==> config.mk <==
export PLATFORM = sky130hd
export DESIGN_NAME = line_merge
export DESIGN_NICKNAME = d
export VERILOG_FILES = /design/src/dcache_pkg.sv /design/src/line_merge.sv
export SDC_FILE = /design/constraint.sdc
export NUM_CORES = 1
export LEC_CHECK = 0
export BUFFER_PORTS_ARGS = -buffer_cell sky130_fd_sc_hd__buf_2
export CAP_MARGIN = 0
export CORE_AREA = 8 8 417 419
export DETAILED_ROUTE_END_ITERATION = 10
export DIE_AREA = 0 0 425 427
export GPL_ROUTABILITY_DRIVEN = 0
export PLACE_DENSITY = 0.3
export REMOVE_ABC_BUFFERS = 1
export SYNTH_ARGS = -nofsm -noshare
export SYNTH_HDL_FRONTEND = slang
export SYNTH_SLANG_ARGS = --single-unit
==> constraint.sdc <==
create_clock -name vclk -period 3.1
set_clock_uncertainty 0.1 [all_clocks]
set_input_delay 0.465 -clock vclk [all_inputs]
set_output_delay 0.465 -clock vclk [all_outputs]
set_load 0.03 [all_outputs]
==> src/dcache_pkg.sv <==
package dcache_pkg;

   // request and line geometry
   localparam int ADDR_BITS   = 32;
   localparam int WORD_BITS   = 32;
   localparam int WORD_BYTES  = WORD_BITS / 8;
   localparam int LINE_WORDS  = 16;
   localparam int LINE_BYTES  = LINE_WORDS * WORD_BYTES;
   localparam int NUM_WAYS    = 2;
   localparam int CACHE_BYTES = 4096;

   // derived address split
   localparam int NUM_SETS      = CACHE_BYTES / NUM_WAYS / LINE_BYTES;
   localparam int OFFSET_BITS   = $clog2(LINE_BYTES);
   localparam int WORD_SEL_BITS = $clog2(LINE_WORDS);
   localparam int INDEX_BITS    = $clog2(NUM_SETS);
   localparam int TAG_BITS      = ADDR_BITS - INDEX_BITS - OFFSET_BITS;

   // refill counter must reach LINE_WORDS itself
   localparam int COUNT_BITS = $clog2(LINE_WORDS + 1);

   // controller states
   localparam logic [1:0] ST_IDLE       = 2'd0;
   localparam logic [1:0] ST_LOOKUP     = 2'd1;
   localparam logic [1:0] ST_WRITE_BACK = 2'd2;
   localparam logic [1:0] ST_REFILL     = 2'd3;

   // one line seen flat or as words
   // word 0 sits at the low end
   typedef union packed {
      logic [LINE_WORDS*WORD_BITS-1:0]      flat;
      logic [LINE_WORDS-1:0][WORD_BITS-1:0] words;
   } cache_line_t;

endpackage

==> src/line_merge.sv <==
`timescale 1ns/1ps

module line_merge (
   input  dcache_pkg::cache_line_t              src_line,
   input  logic [dcache_pkg::WORD_SEL_BITS-1:0] word_sel,
   input  logic [dcache_pkg::WORD_BITS-1:0]     wdata,
   input  logic [dcache_pkg::WORD_BYTES-1:0]    wmask,
   input  logic                                 we,
   output dcache_pkg::cache_line_t              merged_line,
   output logic [dcache_pkg::WORD_BITS-1:0]     sel_word
);
   import dcache_pkg::*;

   logic [WORD_BITS-1:0] new_word;

   assign sel_word = src_line.words[word_sel];

   // only enabled bytes of the addressed word change
   always_comb begin
      new_word = sel_word;
      for (int b = 0; b < WORD_BYTES; b++) begin
         if (we && wmask[b]) begin
            new_word[b*8 +: 8] = wdata[b*8 +: 8];
         end
      end
      merged_line = src_line;
      merged_line.words[word_sel] = new_word;
   end

endmodule

* Yosys cells after proc, flatten, opt, wreduce, memory -nomap -nowiden
Index checks and enable logic that the tools add are counted. Widths: inputs -> output; s select.
Word-level totals: bits in registers 0, bits of input ports 553, logic and storage cells 16
Cells by class: magnitude comparators 2, multiplexer cells 9, reduce and logical (&&, ||, !) cells 5
Operators by type and width (number):
- $bwmux 512 | 1
- $bmux 32 s4 | 1
- $demux 32 s4 | 1
- $mux 32 | 2
- $mux 8 | 4
- $logic_and 1x1->1 | 5
- $lt 4x5->1 const B | 1
- $ge 4x1->1 const B | 1

* Depth between registers and ports, before layout
word-level depth 5, mapped depth 8

* Worst setup path before layout
OpenSTA, ideal clock, no wires.
kind input to output, start input word_sel[0] (netlist name), end output merged_line[149] (netlist name), arrival 2.315 ns, slack 0.220 ns, cell stages on the path 8, path buffers 4, path through buf_4 > nor2b_1 > buf_4 > buf_4 > clkbuf_1 > a22oi_1 > nand3_1 > a31oi_1
RTL lines:
- start: declaration | line line_merge.sv:5 | input logic [dcache_pkg::WORD_SEL_BITS-1:0] word_sel,
- end: declaration | line line_merge.sv:9 | output dcache_pkg::cache_line_t merged_line,

==> results_dict.tcl <==
set metrics [dict create \
    outcome "finished with violations" \
    violations "negative setup slack" \
    dpl.cell_count 5232 \
    vias 22046 \
    portBuffers 1097 \
    hold_class "primary input to output port" \
    fp-row-count 151 \
    grt_pass1_vias 20851 \
    final-hold-violation-count 0 \
    timing.fmax_mhz 320.1 \
    maxCapViolations 0 \
    layout_min_cycle_time_ps 3124 \
    netlist.area_leader.share_pct 24.58 \
    layout_common_cells "1017 x buf_2, 483 x nor2_1, 278 x buf_4" \
    start_util_pct 6.214 \
    yosys-top-cells-area "mux2i_1 25%, nor2_1 18%, a31oi_1 15%" \
    viasPerCell 4.139 \
    fp.dieW_um 425 \
    fp.coreArea_um2 167800 \
    detail_route.first_pass.iterations 6 \
    drt_first_iter_violations 2466 \
    ctsHoldBuffers 0 \
    regArea_um2 0 \
    synth_cell_type_count 24 \
    wire_per_inst_um 34.06 \
    dieArea_um2 181500 \
    drv_slew 0 \
    setup-tns-final_ps -55.48 \
    final_layout_size_suffix_gt1_share_pct 50.73 \
    grt_pass1_wl_um 223300 \
    area_growth_pct 122.7 \
    dpl_cell_area_um2 21980 \
    final_common_cell "buf_2" \
    p_leak_uw 0.01072 \
    ant_nets 0 \
    synth_area_um2 10420 \
    synth_cells 1818 \
    drc 0 \
    hold_start "src_line[368]" \
    fin_crit_sh_pct 100.8 \
    dpl.hpwl_um 155300 \
    worstSetupStartpointType "primary input" \
    end_kind "output port" \
    nFlopsAndLatches 0 \
    yosys_warnings 0 \
    ir_worst_vdd_v 0.00006308 \
    final_cells 5326 \
    yosysTopAreaCell "mux2i_1" \
    crit_required_ps 2530 \
    cp_max_fo 6 \
    worst_slack_ps -24.07 \
    final_nets 3618 \
    stdcell_area_um2 23220 \
    whs_endpoint "merged_line[368]" \
    grt_overflow_total 0 \
    hold_path_depth 4 \
    ios 1097 \
    grt_max_degree 37 \
    gr-usage-all-layers_pct 18.24 \
    ys_seq_area_share_pct 0 \
    critPathKind "primary input to output port" \
    nClkBuffers 0 \
    fp.dieH_um 427 \
    setup_violations 3 \
    cp_data_arrival_time_ps 2560 \
    worstMarginPinSlew_ps 544.5 \
    antenna_found_initial 119 \
    powerDensity_nw_per_um2 236.6 \
    slew_headroom_pct 63.32 \
    wl_um 181400 \
    avgSynthCellArea_um2 5.734 \
    rsz0062_at_grt "true" \
]
[worst max-delay path: stages]
cell and delay [ps]:
buf_4 160, and2_4 210, buf_4 220, buf_4 200
a22oi_2 270, nand3_1 220, buf_4 220, a31oi_1 280
buf_2 280
[cell type report]
type,count,area [um2]
fill,19805,144600
timing repair buffer,1451,10260
multi-input combinational,1612,10070
tap,2218,2775
antenna,45,112.6
[where the power goes]
| group | leakage [uW] | switching [uW] | internal (uW) |
|---|---|---|---|
| sequential | 0 | 0 | 0 |
| clock | 0.000000288 | 0 | 0.00194 |
| combinational | 0.0107 | 3660 | 1840 |
| total | 0.0107 | 3660 | 1840 |
[cells in the mapped netlist]
cell / count
nor2_1: 492
a31oi_1: 256
mux2i_1: 256
a21oi_1: 224
a22oi_1: 125
clkbuf_1: 116
buf_2: 72
nand2_1: 69
nand3_1: 67
o21ai_0: 64
a32oi_1: 23
buf_4: 11
buf_1: 7
a32oi_2: 6
nor2b_1: 6
nor3_2: 6
and2_1: 5
nand2b_1: 4
and3_1: 3
a41oi_1: 2
a41oi_2: 1
nor2_4: 1
nor4_2: 1
or2_2: 1
[per-stage QoR]
stage	power (uW)	setup slack, ps	util, %	hold WS (ps)
2_1_floorplan	2287	-1771	-	1041
3_3_place_gp	5306	-692.3	13.10	1205
3_5_place_dp	5290	-672.5	13.10	1213
4_1_cts	5414	-0.5487	13.46	1213
5_1_grt	5680	-5.042	13.79	1225
6_report	5494	-24.07	13.84	1210
[worst max path at each step]
stage | from | endpoint | slack [ps] | depth (start not counted)
6_report | word_sel[0] | merged_line[405] | -20 | 9
5_1_grt | word_sel[0] | merged_line[119] | -5 | 12
4_1_cts | word_sel[1] | merged_line[182] | -0.5 | 10
3_5_place_dp | word_sel[0] | merged_line[170] | -670 | 9
3_3_place_gp | word_sel[1] | merged_line[170] | -690 | 9
2_1_floorplan | word_sel[3] | merged_line[375] | -1770 | 4
[timing repair]
item | in CTS | in global routing
pin swaps | 12 | 8
setup buffers | 18 | 24
cloned | 4 | 3
endpoints found under the setup margin | 301 | 126
resized for setup | 71 | 51
[per-layer routing]
metal | share of wire, % | track usage (%)
met5 | 0.34 | 0
met4 | 2.6 | 3.611
met3 | 9.6 | 5.662
met2 | 48 | 31.67
met1 | 39 | 22.19
[cells by family after synthesis]
| group | synth area share (%) |
|---|---|
| AND/OR/NAND/NOR | 25.36 |
| AO/OA/AOI/OAI | 41.38 |
| multiplexers | 24.58 |
| buffers and inverters | 8.678 |
No activity file was read; power rests on OpenSTA's default activity.
