**src/dcache_pkg.sv**
```systemverilog
package dcache_pkg;

   // request and line geometry
   localparam int ADDR_BITS   = 32;
   localparam int WORD_BITS   = 32;
   localparam int WORD_BYTES  = WORD_BITS / 8;
   localparam int LINE_WORDS  = 16;
   localparam int LINE_BYTES  = LINE_WORDS * WORD_BYTES;
   localparam int NUM_WAYS    = 2;
   localparam int CACHE_BYTES = 4096;

   // derived address split
   localparam int NUM_SETS      = CACHE_BYTES / NUM_WAYS / LINE_BYTES;
   localparam int OFFSET_BITS   = $clog2(LINE_BYTES);
   localparam int WORD_SEL_BITS = $clog2(LINE_WORDS);
   localparam int INDEX_BITS    = $clog2(NUM_SETS);
   localparam int TAG_BITS      = ADDR_BITS - INDEX_BITS - OFFSET_BITS;

   // refill counter must reach LINE_WORDS itself
   localparam int COUNT_BITS = $clog2(LINE_WORDS + 1);

   // controller states
   localparam logic [1:0] ST_IDLE       = 2'd0;
   localparam logic [1:0] ST_LOOKUP     = 2'd1;
   localparam logic [1:0] ST_WRITE_BACK = 2'd2;
   localparam logic [1:0] ST_REFILL     = 2'd3;

   // one line seen flat or as words
   // word 0 sits at the low end
   typedef union packed {
      logic [LINE_WORDS*WORD_BITS-1:0]      flat;
      logic [LINE_WORDS-1:0][WORD_BITS-1:0] words;
   } cache_line_t;

endpackage

```
**src/refill_buffer.sv**
```systemverilog
`timescale 1ns/1ps

module refill_buffer (
   input  logic                             clk,
   input  logic                             reset,
   input  logic                             refill_start,
   input  logic [dcache_pkg::WORD_BITS-1:0] mem_rdata,
   input  logic                             mem_rdata_valid,
   output dcache_pkg::cache_line_t          line,
   output logic                             line_done
);
   import dcache_pkg::*;

   logic [COUNT_BITS-1:0] count;
   logic                  take_word;

   assign line_done = (count == COUNT_BITS'(LINE_WORDS));
   assign take_word = mem_rdata_valid && !line_done && !refill_start;

   // words received in the current refill
   always_ff @(posedge clk) begin
      if (reset) begin
         count <= '0;
      end else if (refill_start) begin
         count <= '0;
      end else if (take_word) begin
         count <= count + 1'b1;
      end
   end

   // new word enters at the top
   // after a full line word 0 has reached the bottom
   always_ff @(posedge clk) begin
      if (take_word) begin
         line.flat <= {mem_rdata, line.flat[LINE_WORDS*WORD_BITS-1:WORD_BITS]};
      end
   end

   a_count_range: assert property (@(posedge clk) disable iff (reset)
      count <= COUNT_BITS'(LINE_WORDS));

endmodule

```
**config.mk**
```make
export PLATFORM = sky130hd
export DESIGN_NAME = refill_buffer
export DESIGN_NICKNAME = d
export VERILOG_FILES = /design/src/dcache_pkg.sv /design/src/refill_buffer.sv
export SDC_FILE = /design/constraint.sdc
export NUM_CORES = 1
export LEC_CHECK = 0
export ABC_AREA = 1
export BUFFER_PORTS_ARGS = -buffer_cell sky130_fd_sc_hd__buf_2
export CORE_ASPECT_RATIO = 0.5
export CORE_MARGIN = 10
export CORE_UTILIZATION = 44
export CTS_CLUSTER_SIZE = 8
export DETAILED_ROUTE_END_ITERATION = 8
export GPL_ROUTABILITY_DRIVEN = 0
export HOLD_SLACK_MARGIN = 0.12
export PLACE_DENSITY = 0.79
export SLEW_MARGIN = 30
export SYNTH_ARGS = -nofsm -noshare
export SYNTH_HDL_FRONTEND = slang
export SYNTH_SLANG_ARGS = --single-unit
```
**constraint.sdc**
```tcl
create_clock -name clk -period 45.2 [get_ports clk]
set_input_delay 11.3 -clock clk [delete_from_list [all_inputs] [get_ports clk]]
set_output_delay 11.3 -clock clk [all_outputs]
set_load 0.005 [all_outputs]
```
Yosys cells after proc, flatten, opt, wreduce, memory -nomap -nowiden. Index checks and enable logic that the tools add are counted.

Flip-flop bits (word level): 517. Input port bits: 36. Output and inout port bits: 513. Logic and storage cells: 9.

Add/sub/neg operators: 1. Eq/ne operators: 1. Reduce and logical (&&, ||, !) cells: 5.

Operators by type and width (number): 5-bit by 1-bit adder with 5-bit output (second input constant) (1); 5-bit equality test (second input constant) (1); 1-bit logical AND (2); 1-bit logical NOT (2); 2-bit OR reduction (1).

Depth between registers and ports, before layout.
Word-level depth: 4. Mapped depth: 9.

Worst setup path after synthesis. No wires, ideal clock.

Path type: input to register. From: input mem_rdata_valid. To: register line[0] (netlist bit), enable pin. Data arrival time: 21.477 ns. Required time: 44.339 ns. Slack: 22.862 ns. Stages: 4. Path buffers: 0. Cell sequence: inv_1 a21oi_4 nand2_2 inv_1.

Cells in the longest elaborated chain, start to end: 2.

RTL lines: start: declaration (line refill_buffer.sv:8) `input logic mem_rdata_valid,`; 1-bit logical AND (2 in a row) (line refill_buffer.sv:18) `assign take_word = mem_rdata_valid && !line_done && !refill_start;`; via take_word (line refill_buffer.sv:15) `logic take_word;`; end: declaration (line refill_buffer.sv:9) `output dcache_pkg::cache_line_t line,`.

The timed path passes the listed nets, and every way through them passes these cells. A chain may end at the register's enable or synchronous reset.

Worst setup path after layout.
From: input mem_rdata_valid. To: register line[495] (netlist bit), enable pin.

The elaborated chain is that of the path after synthesis.

==> flow_summary.json <==
{
  "synthMuxAreaShare_pct": 0,
  "r2r-start": "count[0]$_SDFFE_PP0P_",
  "first_global_vias": 8209,
  "place_hpwl_um": 32800,
  "setup.worst_path.end_class": "flop",
  "yosysWarnings": 0,
  "dr.pass1.iters": 5,
  "slew_viol_final": 0,
  "core_area_um2": 34800,
  "endpoint": "line[495]$_DFFE_PP_",
  "setup_violations": 0,
  "drive_above_1_share_pct": 53.1,
  "wl_per_cell_um": 26.3,
  "die-area_um2": 44100,
  "power_density_nw_per_um2": 51.1,
  "clkTransAtPathRegs_ns": 0.05,
  "fillers": 2463,
  "cts_setup_buffers": 0,
  "rows": 48,
  "synth_fa_ha_area_share_pct": 0.159,
  "cts-hold-fix-buffers": 0,
  "whs_ns": 0.435,
  "synthArstFlopShare_pct": 0,
  "power.leakage_nw": 8.12,
  "fin_crit_ns": 13.77,
  "ys_ff_latch": 517,
  "cts_tree": "yes",
  "routed_wl_um": 44300,
  "antenna_left": 0,
  "worst-path-max-fanout": 187,
  "synthXorXnorAreaFrac_pct": 0,
  "cap_violations": 0,
  "clk_latency_ns": 0.56,
  "max_freq_mhz": 72.6,
  "ir_drop_mv": 0.0274,
  "crit_required_ns": 45.38,
  "cts.sinks": 517,
  "synth_top_family_by_area": "simple AND/OR/NAND/NOR gates",
  "multi_input_comb_area_um2": 184,
  "grt_max_degree": 188,
  "synth_top_area_share_pct": 98.0,
  "final_util_pct": 60.6,
  "startpoint": "mem_rdata_valid",
  "synth_common_cells": "512 x edfxtp_1, 9 x inv_1, 9 x nor2_1, 7 x nand2_1, 5 x dfxtp_1",
  "seq_area_frac_synth_pct": 98.6,
  "yosysMostFrequentCell": "edfxtp_1",
  "place_inst": 1585,
  "grt_pass1_wl_um": 61200,
  "area_delta_synth_final_pct": 34.6,
  "grt-ovfl-total": 0,
  "synth_edf_count": 512,
  "root_buffer": "clkbuf_16",
  "cts_buffers": 74,
  "final_nets": 1224,
  "fp.dieW_um": 287,
  "port-buffer-count": 548,
  "critPathKind": "input port to flop",
  "synth-compound-area-share_pct": 0.303,
  "antenna_found_initial": 1,
  "syn-instance-count": 560,
  "grt_use_total_pct": 19.2,
  "outcome": "completed",
  "drc": 0,
  "die_height_um": 154,
  "synth_nets": 598,
  "synth_ff_type": "edfxtp_1",
  "ios": 549,
  "final_cells": 1684,
  "initial_core_util_pct": 45.1,
  "synth_cell_types": 15,
  "drt_iter0_drc": 826,
  "critical_path_arrival_ns": 13.95,
  "hold_viol_final": 0,
  "vias_per_cell": 4.81,
  "synthSimpleGateAreaFrac_pct": 0.709,
  "period_share_pct": 30.5,
  "synth_top_area_cell": "edfxtp_1",
  "r2r_cells": 9,
  "slew_headroom_pct": 35.9,
  "r2r_end": "line[495]$_DFFE_PP_",
  "hold_path.class": "flop to flop",
  "fin_setup_tns_ns": 0,
  "syn_area_um2": 15700,
  "rrSetupSlack_ns": 41.53,
  "h-tree-depth": 3,
  "grt_setup_unrepaired": "no",
  "vias": 8094,
  "final-seq-area_um2": 15500,
  "clock_skew_ns": 0.0173,
  "start_kind": "input port",
  "cts_resized": 0,
  "synthTopCellsByArea": "edfxtp_1 98%, dfxtp_1 0.64%, inv_1 0.22%, nor2_1 0.22%, nand2_1 0.17%",
  "avgSynthCellArea_um2": 28.0,
  "worst_slew_pin_slew_ns": 0.962,
  "max-clock-path-buffers": 3
}
[metal layers]
metal | GRT usage [%] | share of wire (%) | vias to the layer above | wire (µm)
met5 | 0 | 0 | - | 0
met4 | 6.75 | 2.7 | 0 | 1210
met3 | 5.03 | 6.1 | 79 | 2700
met2 | 36.4 | 58 | 356 | 25800
met1 | 20.3 | 33 | 4150 | 14600
li1 | - | - | 3509 | -
[logic make-up after synthesis]
logic type               Yosys count
flip-flops                       517
AND/OR/NAND/NOR                   25
buffers and inverters             10
adder cells (fa/ha/maj)            2
AO/OA/AOI/OAI                      6
[worst max-delay path, cell delays in order]
cell and delay, ns:
buf_2 0.11, inv_1 0.07, a21oi_4 0.19, nand2_2 0.14
clkinv_8 0.47, buf_12 0.71, buf_12 0.79
[cell usage in the layout (no fill, tap or decap)]
master       n
buf_2      548
edfxtp_1   512
clkbuf_16   76
clkbuf_1    16
nor2_1       9
inv_1        8
nand2_1      7
dfxtp_1      5
clkinv_8     4
nand3_1      4
nand2_2      3
nor2_2       2
o21ai_1      2
ha_1         2
inv_6        2
buf_12       2
diode_2      1
a21oi_4      1
inv_2        1
o21ai_2      1
o21bai_1     1
a21oi_1      1
clkinv_2     1
[worst min path at each step]
stage	start	endpoint	slack (ns)	cells after the start
final	line[505]$_DFFE_PP_	line[473]$_DFFE_PP_	0.44	0
after global routing	line[227]$_DFFE_PP_	line[195]$_DFFE_PP_	0.44	0
after CTS	line[505]$_DFFE_PP_	line[473]$_DFFE_PP_	0.43	0
after detailed placement	line[372]$_DFFE_PP_	line[340]$_DFFE_PP_	0.43	0
after global placement	line[157]$_DFFE_PP_	line[125]$_DFFE_PP_	0.42	0
after floorplan	line[32]$_DFFE_PP_	line[0]$_DFFE_PP_	0.45	0
[power breakdown]
part	switching, W	internal (W)
registers	0.0000103	0.000549
clock network	0.000186	0.000301
logic	0.0000218	0.0000119
[registers in the layout (all words and copies together), names as in the netlist]
| name | count |
|---|---|
| count | 5 |
| line | 512 |
[through the flow]
stage | cell area [µm²] | worst slack [ns] | power (W)
after floorplan | 15700 | 22.86 | 0.000582
after global placement | 19100 | 30.78 | 0.000600
after detailed placement | 19100 | 30.60 | 0.000602
after CTS | 21100 | 31.21 | 0.00109
after global routing | 21100 | 31.17 | 0.00112
final | 21100 | 31.43 | 0.00108
[final cells by class]
| cell class | count | share of cell area (%) |
|---|---|---|
| repair buffers | 550 | 13.2 |
| inverters | 10 | 0.237 |
| multi-input cells | 33 | 0.871 |
| well taps | 475 | 2.81 |
| diodes | 1 | 0.0118 |
| clock inverters | 6 | 0.338 |
| clock buffers | 92 | 9.29 |
| flip-flops and latches | 517 | 73.3 |
Power figures use the tool's default switching activity.
