===== config.mk =====
export PLATFORM = sky130hd
export DESIGN_NAME = tag_store
export DESIGN_NICKNAME = d
export VERILOG_FILES = /design/src/dcache_pkg.sv /design/src/tag_store.sv
export SDC_FILE = /design/constraint.sdc
export NUM_CORES = 1
export LEC_CHECK = 0
export BUFFER_PORTS_ARGS = -buffer_cell sky130_fd_sc_hd__buf_2
export CAP_MARGIN = 15
export CORE_ASPECT_RATIO = 1.1
export CORE_UTILIZATION = 65
export DETAILED_ROUTE_END_ITERATION = 16
export PLACE_DENSITY = 0.82
export SETUP_SLACK_MARGIN = 0.15
export SLEW_MARGIN = 20
export SYNTH_ARGS = -nofsm -noshare
export SYNTH_HDL_FRONTEND = slang
export SYNTH_SLANG_ARGS = --single-unit

===== constraint.sdc =====
create_clock -name clk -period 6.5 [get_ports clk]
set_input_delay 1.3 -clock clk [delete_from_list [all_inputs] [get_ports clk]]
set_output_delay 1.3 -clock clk [all_outputs]
set_load 0.03 [all_outputs]

===== src/dcache_pkg.sv =====
package dcache_pkg;

   // request and line geometry
   localparam int ADDR_BITS   = 32;
   localparam int WORD_BITS   = 32;
   localparam int WORD_BYTES  = WORD_BITS / 8;
   localparam int LINE_WORDS  = 16;
   localparam int LINE_BYTES  = LINE_WORDS * WORD_BYTES;
   localparam int NUM_WAYS    = 2;
   localparam int CACHE_BYTES = 4096;

   // derived address split
   localparam int NUM_SETS      = CACHE_BYTES / NUM_WAYS / LINE_BYTES;
   localparam int OFFSET_BITS   = $clog2(LINE_BYTES);
   localparam int WORD_SEL_BITS = $clog2(LINE_WORDS);
   localparam int INDEX_BITS    = $clog2(NUM_SETS);
   localparam int TAG_BITS      = ADDR_BITS - INDEX_BITS - OFFSET_BITS;

   // refill counter must reach LINE_WORDS itself
   localparam int COUNT_BITS = $clog2(LINE_WORDS + 1);

   // controller states
   localparam logic [1:0] ST_IDLE       = 2'd0;
   localparam logic [1:0] ST_LOOKUP     = 2'd1;
   localparam logic [1:0] ST_WRITE_BACK = 2'd2;
   localparam logic [1:0] ST_REFILL     = 2'd3;

   // one line seen flat or as words
   // word 0 sits at the low end
   typedef union packed {
      logic [LINE_WORDS*WORD_BITS-1:0]      flat;
      logic [LINE_WORDS-1:0][WORD_BITS-1:0] words;
   } cache_line_t;

endpackage


===== src/tag_store.sv =====
`timescale 1ns/1ps

module tag_store (
   input  logic                                                      clk,
   input  logic                                                      reset,
   input  logic [dcache_pkg::INDEX_BITS-1:0]                         rd_index,
   input  logic [dcache_pkg::INDEX_BITS-1:0]                         wr_index,
   input  logic [dcache_pkg::TAG_BITS-1:0]                           tag_in,
   input  logic [dcache_pkg::NUM_WAYS-1:0]                           way_we,
   input  logic [dcache_pkg::TAG_BITS-1:0]                           new_tag,
   input  logic                                                      new_dirty,
   input  logic                                                      lru_we,
   input  logic                                                      new_lru,
   output logic [dcache_pkg::NUM_WAYS-1:0]                           way_hit,
   output logic [dcache_pkg::NUM_WAYS-1:0]                           way_dirty,
   output logic [dcache_pkg::NUM_WAYS-1:0][dcache_pkg::TAG_BITS-1:0] way_tag,
   output logic                                                      lru
);
   import dcache_pkg::*;

   logic [TAG_BITS-1:0] tag_mem [NUM_WAYS][NUM_SETS];
   logic [NUM_SETS-1:0] valid_bits [NUM_WAYS];
   logic [NUM_SETS-1:0] dirty_bits [NUM_WAYS];
   logic [NUM_SETS-1:0] lru_bits;
   logic [NUM_WAYS-1:0] valid_q;

   // tag array with registered read
   always_ff @(posedge clk) begin
      for (int w = 0; w < NUM_WAYS; w++) begin
         if (way_we[w]) begin
            tag_mem[w][wr_index] <= new_tag;
         end
         way_tag[w] <= tag_mem[w][rd_index];
      end
   end

   // valid, dirty and lru bits
   always_ff @(posedge clk) begin
      if (reset) begin
         for (int w = 0; w < NUM_WAYS; w++) begin
            valid_bits[w] <= '0;
            dirty_bits[w] <= '0;
         end
         lru_bits  <= '0;
         valid_q   <= '0;
         way_dirty <= '0;
         lru       <= 1'b0;
      end else begin
         for (int w = 0; w < NUM_WAYS; w++) begin
            if (way_we[w]) begin
               valid_bits[w][wr_index] <= 1'b1;
               dirty_bits[w][wr_index] <= new_dirty;
            end
            valid_q[w]   <= valid_bits[w][rd_index];
            way_dirty[w] <= dirty_bits[w][rd_index];
         end
         if (lru_we) begin
            lru_bits[wr_index] <= new_lru;
         end
         lru <= lru_bits[rd_index];
      end
   end

   // compare against the set read last cycle
   always_comb begin
      for (int w = 0; w < NUM_WAYS; w++) begin
         way_hit[w] = valid_q[w] && (way_tag[w] == tag_in);
      end
   end

   // a line is never filled into a second way of its set
   a_single_hit: assert property (@(posedge clk) disable iff (reset)
      $onehot0(way_hit));

endmodule


After elaboration in Yosys (flattened, before gate mapping)
Memory sizes are Yosys's and may differ from the RTL's.
Index checks and enable logic that the tools add are counted.
- memories kept: 3
- input port bits: 59
- output and inout bits: 47
- logic and storage cells: 310
- register bits after elaboration: 79
- RAM bits: 1472
- memory bits (read-only): 0
- latch bits: 0
- divide/modulo/power cells: 0
- $mul: 0
- reduce and logical (&&, ||, !) cells: 4
- add/subtract/negate cells: 0
- equal/unequal tests: 2
- $lt $le $gt $ge: 6
- shift operators: 0
- mux-type cells: 159
- bitwise operators: 130
- memory list (name ; words ; bits a word ; rd ports ; clocked after memory_dff ; wr ports ; RTL line ; RTL):
    tag_mem ; 2 ; 672 ; 2 ; 0 ; 2 ; tag_store.sv:21 ; logic [TAG_BITS-1:0] tag_mem [NUM_WAYS][NUM_SETS];
    dirty_bits ; 2 ; 32 ; 2 ; 0 ; 2 ; tag_store.sv:23 ; logic [NUM_SETS-1:0] dirty_bits [NUM_WAYS];
    valid_bits ; 2 ; 32 ; 2 ; 0 ; 2 ; tag_store.sv:22 ; logic [NUM_SETS-1:0] valid_bits [NUM_WAYS];
- operators by type and width (operator ; count):
    $mux 672 ; 2
    $bmux 21 s5 ; 2
    $mux 1 ; 140
    $or 1x1->1 ; 128
    $demux 21 s5 ; 1
    $mux 21 ; 5
    $mux 32 ; 2
    $eq 21x21->1 ; 2
    $bwmux 32 ; 1
    $bmux 1 s5 ; 5
    $ge 6x6->1 const B ; 2
    $lt 5x6->1 const B ; 2
    $not 5->6 ; 2
    $lt 6x1->1 const B ; 1
    $demux 1 s5 ; 1
    $ge 5x1->1 const B ; 1
    $logic_and 1x1->1 ; 4

Longest topological paths before layout
- depth after elaboration: 6
- mapped depth: 8

Worst setup path before layout
OpenSTA, ideal clock, no wires.
- kind: input -> register
- from: input way_we[1] (netlist bit)
- to: memory dirty_bits[0][0] (netlist bit), data pin
- arrival: 4.146 ns
- slack: 1.988 ns
- setup time: 0.366 ns
- data required time: 6.134 ns
- buffers on the path: 1
- stages on the path: 4
- cell sequence: clkbuf_1 > nor2_1 > nor2_1 > and2_1
- RTL lines (what ; RTL line ; RTL):
    start: declaration ; tag_store.sv:9 ; input logic [dcache_pkg::NUM_WAYS-1:0] way_we,
    end: declaration ; tag_store.sv:23 ;

Final worst setup path
- from: register way_tag[2] (netlist bit)
- to: output way_hit[0] (netlist bit)
- cells in the longest elaborated chain, start to end: 2
- RTL lines (what ; RTL line ; RTL):
    start: declaration ; tag_store.sv:16 ; output logic [dcache_pkg::NUM_WAYS-1:0][dcache_pkg::TAG_BITS-1:0] way_tag,
    start signal: indexed assignment ; tag_store.sv:33 ; way_tag[w] <= tag_mem[w][rd_index];
    $eq 21x21->1 ; tag_store.sv:67 ; way_hit[w] = valid_q[w] && (way_tag[w] == tag_in);
    $logic_and 1x1->1 ; tag_store.sv:67 ;
    end: declaration ; tag_store.sv:14 ; output logic [dcache_pkg::NUM_WAYS-1:0] way_hit,
No other way between the ends.

==> flow_summary.rst <==
.. list-table::
   :header-rows: 1

   * - Metric
     - Value
   * - Result of the run
     - finished clean
   * - Pre-CTS setup slack
     - 2.16 ns
   * - NetSw
     - 4.71 mW
   * - Share of async-settable or async-resettable flops after synthesis
     - 0%
   * - Clk slew on worst S/H paths
     - approximately 0.06 ns
   * - Part of the Yosys area used for sequential elements
     - 76.8%
   * - Final weighted congestion in routability-driven placement
     - 0.881
   * - Cts bufs inserted
     - 145
   * - Maximum achievable frequency
     - 258 MHz
   * - Top_reg_cell synth
     - edfxtp_1
   * - First-pass GRT wire length
     - 231000 microns
   * - Multi-input combinational cell area
     - around 13000 sq um
   * - Skew final
     - 0.0351 ns
   * - Final antenna-violating net count
     - 0
   * - Cell area after synthesis
     - 59600 sq um
   * - Sort of element at the start of the critical path
     - flip-flop
   * - Number of antenna violations at the first check in global routing
     - 11
   * - Clk_lat worst skew
     - 0.77 ns
   * - Yosys Warn Count
     - 0
   * - Clock root cell
     - clkbuf_16
   * - Cts hold-fix bufs
     - 0
   * - Top area cells in the synthesized netlist
     - edfxtp_1 (74%), mux4_2 (17%), dfxtp_1 (2.7%), mux2i_1 (0.91%), mux2_2 (0.89%)
   * - Most common library cell in the layout ignoring fill and taps
     - edfxtp_1
   * - Total number of H-tree levels
     - 4
   * - Data arrival time of the critical path
     - between 2 and 3 ns
   * - Max cap viols
     - 0
   * - Internal
     - 16.5 mW
   * - Data required time at the worst endpoint
     - 5.20 ns
   * - Clock sink total
     - 1551
   * - Maximum number of pins on one net before global-route repair
     - 120
   * - Avg WL per Cell
     - between 40 and 50 microns
   * - Via count of the first global-routing pass
     - 31232
   * - Remaining global-route overflow
     - 0
   * - Net total in the final layout
     - around 2800
   * - Switching part of the total
     - roughly 22%
   * - Final cycle utilization of the critical path
     - about three fifths
   * - Std-Cell Rows
     - 116
   * - Leakage component of the power
     - 21.9 nW
   * - Non-Filler Instances
     - 4074
   * - Area of the core region
     - 90900 sq um
   * - Share of total power in the clock network
     - 40.5%
   * - Port Buffers
     - 105
   * - Number of register bits inferred by synthesis
     - 1551
   * - Cell Count Post-Placement
     - approximately 3800
   * - Number of ports placed on the die boundary
     - roughly 110
   * - Share of cells above drive strength 1
     - 34.1%
   * - Layout filler cell count
     - 4511
   * - Overall die width
     - around 290 microns
   * - Register area
     - about 46000 sq um
   * - Tightest hold margin
     - 0.456 ns
   * - Post-Route WL
     - 165000 microns
   * - Final Max Tran Viols
     - 0
   * - Detailed-route via count
     - 30456
   * - Number of instances in the synthesized netlist
     - around 2600
   * - Synth unique cells
     - 31
   * - Synth-to-Final Area Change
     - 11.8%
   * - Portion of synthesized cell area occupied by the leading cell type
     - 74.1%
   * - Largest vdd supply drop
     - 282 uV
   * - Setup violators final
     - 0
   * - Kind of capture point of the worst setup path
     - output pin
   * - Proportion of power drawn by flip-flops and latches
     - a little over half
   * - Detail Placement HPWL
     - 79900 microns
   * - Die area
     - 93000 sq um
   * - Global-route total usage across every layer
     - 36.2%
   * - Setup repair after global routing missed its margin
     - no
   * - Fin crit period
     - approximately 3.9 ns
   * - Worst Path Max Fanout
     - 3
   * - Post-Synthesis Net Count
     - 2630
   * - Detailed-router iteration count before antenna repair
     - 6
   * - Actual transition at the worst max-transition pin
     - 1.25 ns
   * - Share of power burned in combinational logic
     - 5.9%
   * - Pwr/cell area
     - 317 nW/um^2
   * - Average cell area after synthesis
     - roughly 23 sq um
   * - Avg Vias per Cell
     - 7.48
   * - EDFF count, synth
     - 1472
   * - Total count of hold-check failures in the final report
     - 0
   * - Area leader, netlist
     - edfxtp_1
   * - Smallest setup slack after layout
     - 2.62 ns
   * - Fin Setup TNS
     - 0 ns
   * - Post-cts resize count
     - 0
   * - # DRC
     - 0
   * - TritonCTS clock tree
     - yes
   * - Commonest cells after routing, fill and taps aside
     - edfxtp_1 (1472), mux4_2 (452), clkbuf_16 (152)
   * - Die span in y
     - 320 microns
   * - Deepest clock path buffer count
     - 3
   * - CP Class
     - reg -> out
   * - Initial DRC Count
     - 4503
   * - Core utilization of the finished layout
     - 73.4%
   * - Initial core utilization
     - 65.6%
   * - Worst hold path type
     - reg -> reg
   * - Buffers inserted during post-CTS setup optimization
     - 0
   * - Relative slew slack
     - 16.9%
==> flip-flops by register name, indices dropped and copies added (netlist names) <==
signal      flops
lru             1
way_dirty       2
valid_bits     64
way_tag        42
valid_q         2
dirty_bits     64
lru_bits       32
tag_mem      1344
==> cells by family after synthesis <==
logic type | after synthesis | share of synthesized area (%)
AO/OA/AOI/OAI | 24 | 0.279
XOR/XNOR | 42 | 0.617
buffers and inverters | 153 | 1.13
flip-flops | 1551 | 76.8
multiplexers | 553 | 18.9
AND/OR/NAND/NOR | 248 | 2.33
==> synthesized netlist by cell type (10+ instances only) <==
cell,instances
edfxtp_1,1472
mux4_2,452
nor4_1,10
nor2_1,36
and3_1,65
buf_2,41
xor2_1,40
mux2i_1,54
or2_2,64
dfxtp_1,79
nand2_1,12
mux2_2,47
nand3_1,41
clkbuf_1,98
==> power by group through the flow <==
stage	clock (mW)	combinational, mW	sequential (mW)
after floorplan	0	0.675	11.5
after CTS	8.60	1.24	11.3
after global placement	0	1.15	11.5
after global routing	8.96	1.29	11.3
final	8.58	1.25	11.3
after detailed placement	0	1.20	11.5
==> critical path, stage by stage, from the launching register on <==
cell and delay (ns):
dfxtp_1 0.73, xor2_1 0.14, nor4_1 0.49, nand4_1 0.14, nor2_1 0.12, buf_2 0.20
==> layer usage <==
metal	up-vias	track usage [%]	part of all wire, %
met5	-	0	0.021
met4	6	21.7	7.0
met1	15697	43.7	31
met3	650	8.89	12
li1	11258	-	-
met2	2845	59.8	50
==> path summary, 6_finish.rpt <==
| kind | end | start | depth (start not counted) | slack [ns] |
|---|---|---|---|---|
| max reg2reg | way_tag[19]$_DFF_P_ | tag_mem[0][523]$_DFFE_PP_ | 3 | 4.51 |
| max | way_hit[0] | way_tag[2]$_DFF_P_ | 5 | 2.62 |
| min reg2reg | lru_bits[6]$_SDFFE_PP0P_ | lru_bits[6]$_SDFFE_PP0P_ | 2 | 0.46 |
| min | lru_bits[6]$_SDFFE_PP0P_ | lru_bits[6]$_SDFFE_PP0P_ | 2 | 0.46 |
==> cell type report <==
cell class	instances	share of cell area, %
Inverter	1	0.00563
Clock buffer	186	6.03
Multi-Input combinational cell	867	19.8
Sequential cell	1551	68.7
Clock inverter	80	1.08
Antenna cell	5	0.0188
Timing Repair Buffer	204	2.22
Tap cell	1180	2.21
==> through the flow <==
step           instance area (sq um)  power, mW
3_5_place_dp                   61900       12.7
2_1_floorplan                  59600       12.2
6_report                       66700       21.2
4_1_cts                        66600       21.2
3_3_place_gp                   61800       12.6
5_1_grt                        66700       21.6
(Power assumes the default switching activity.)
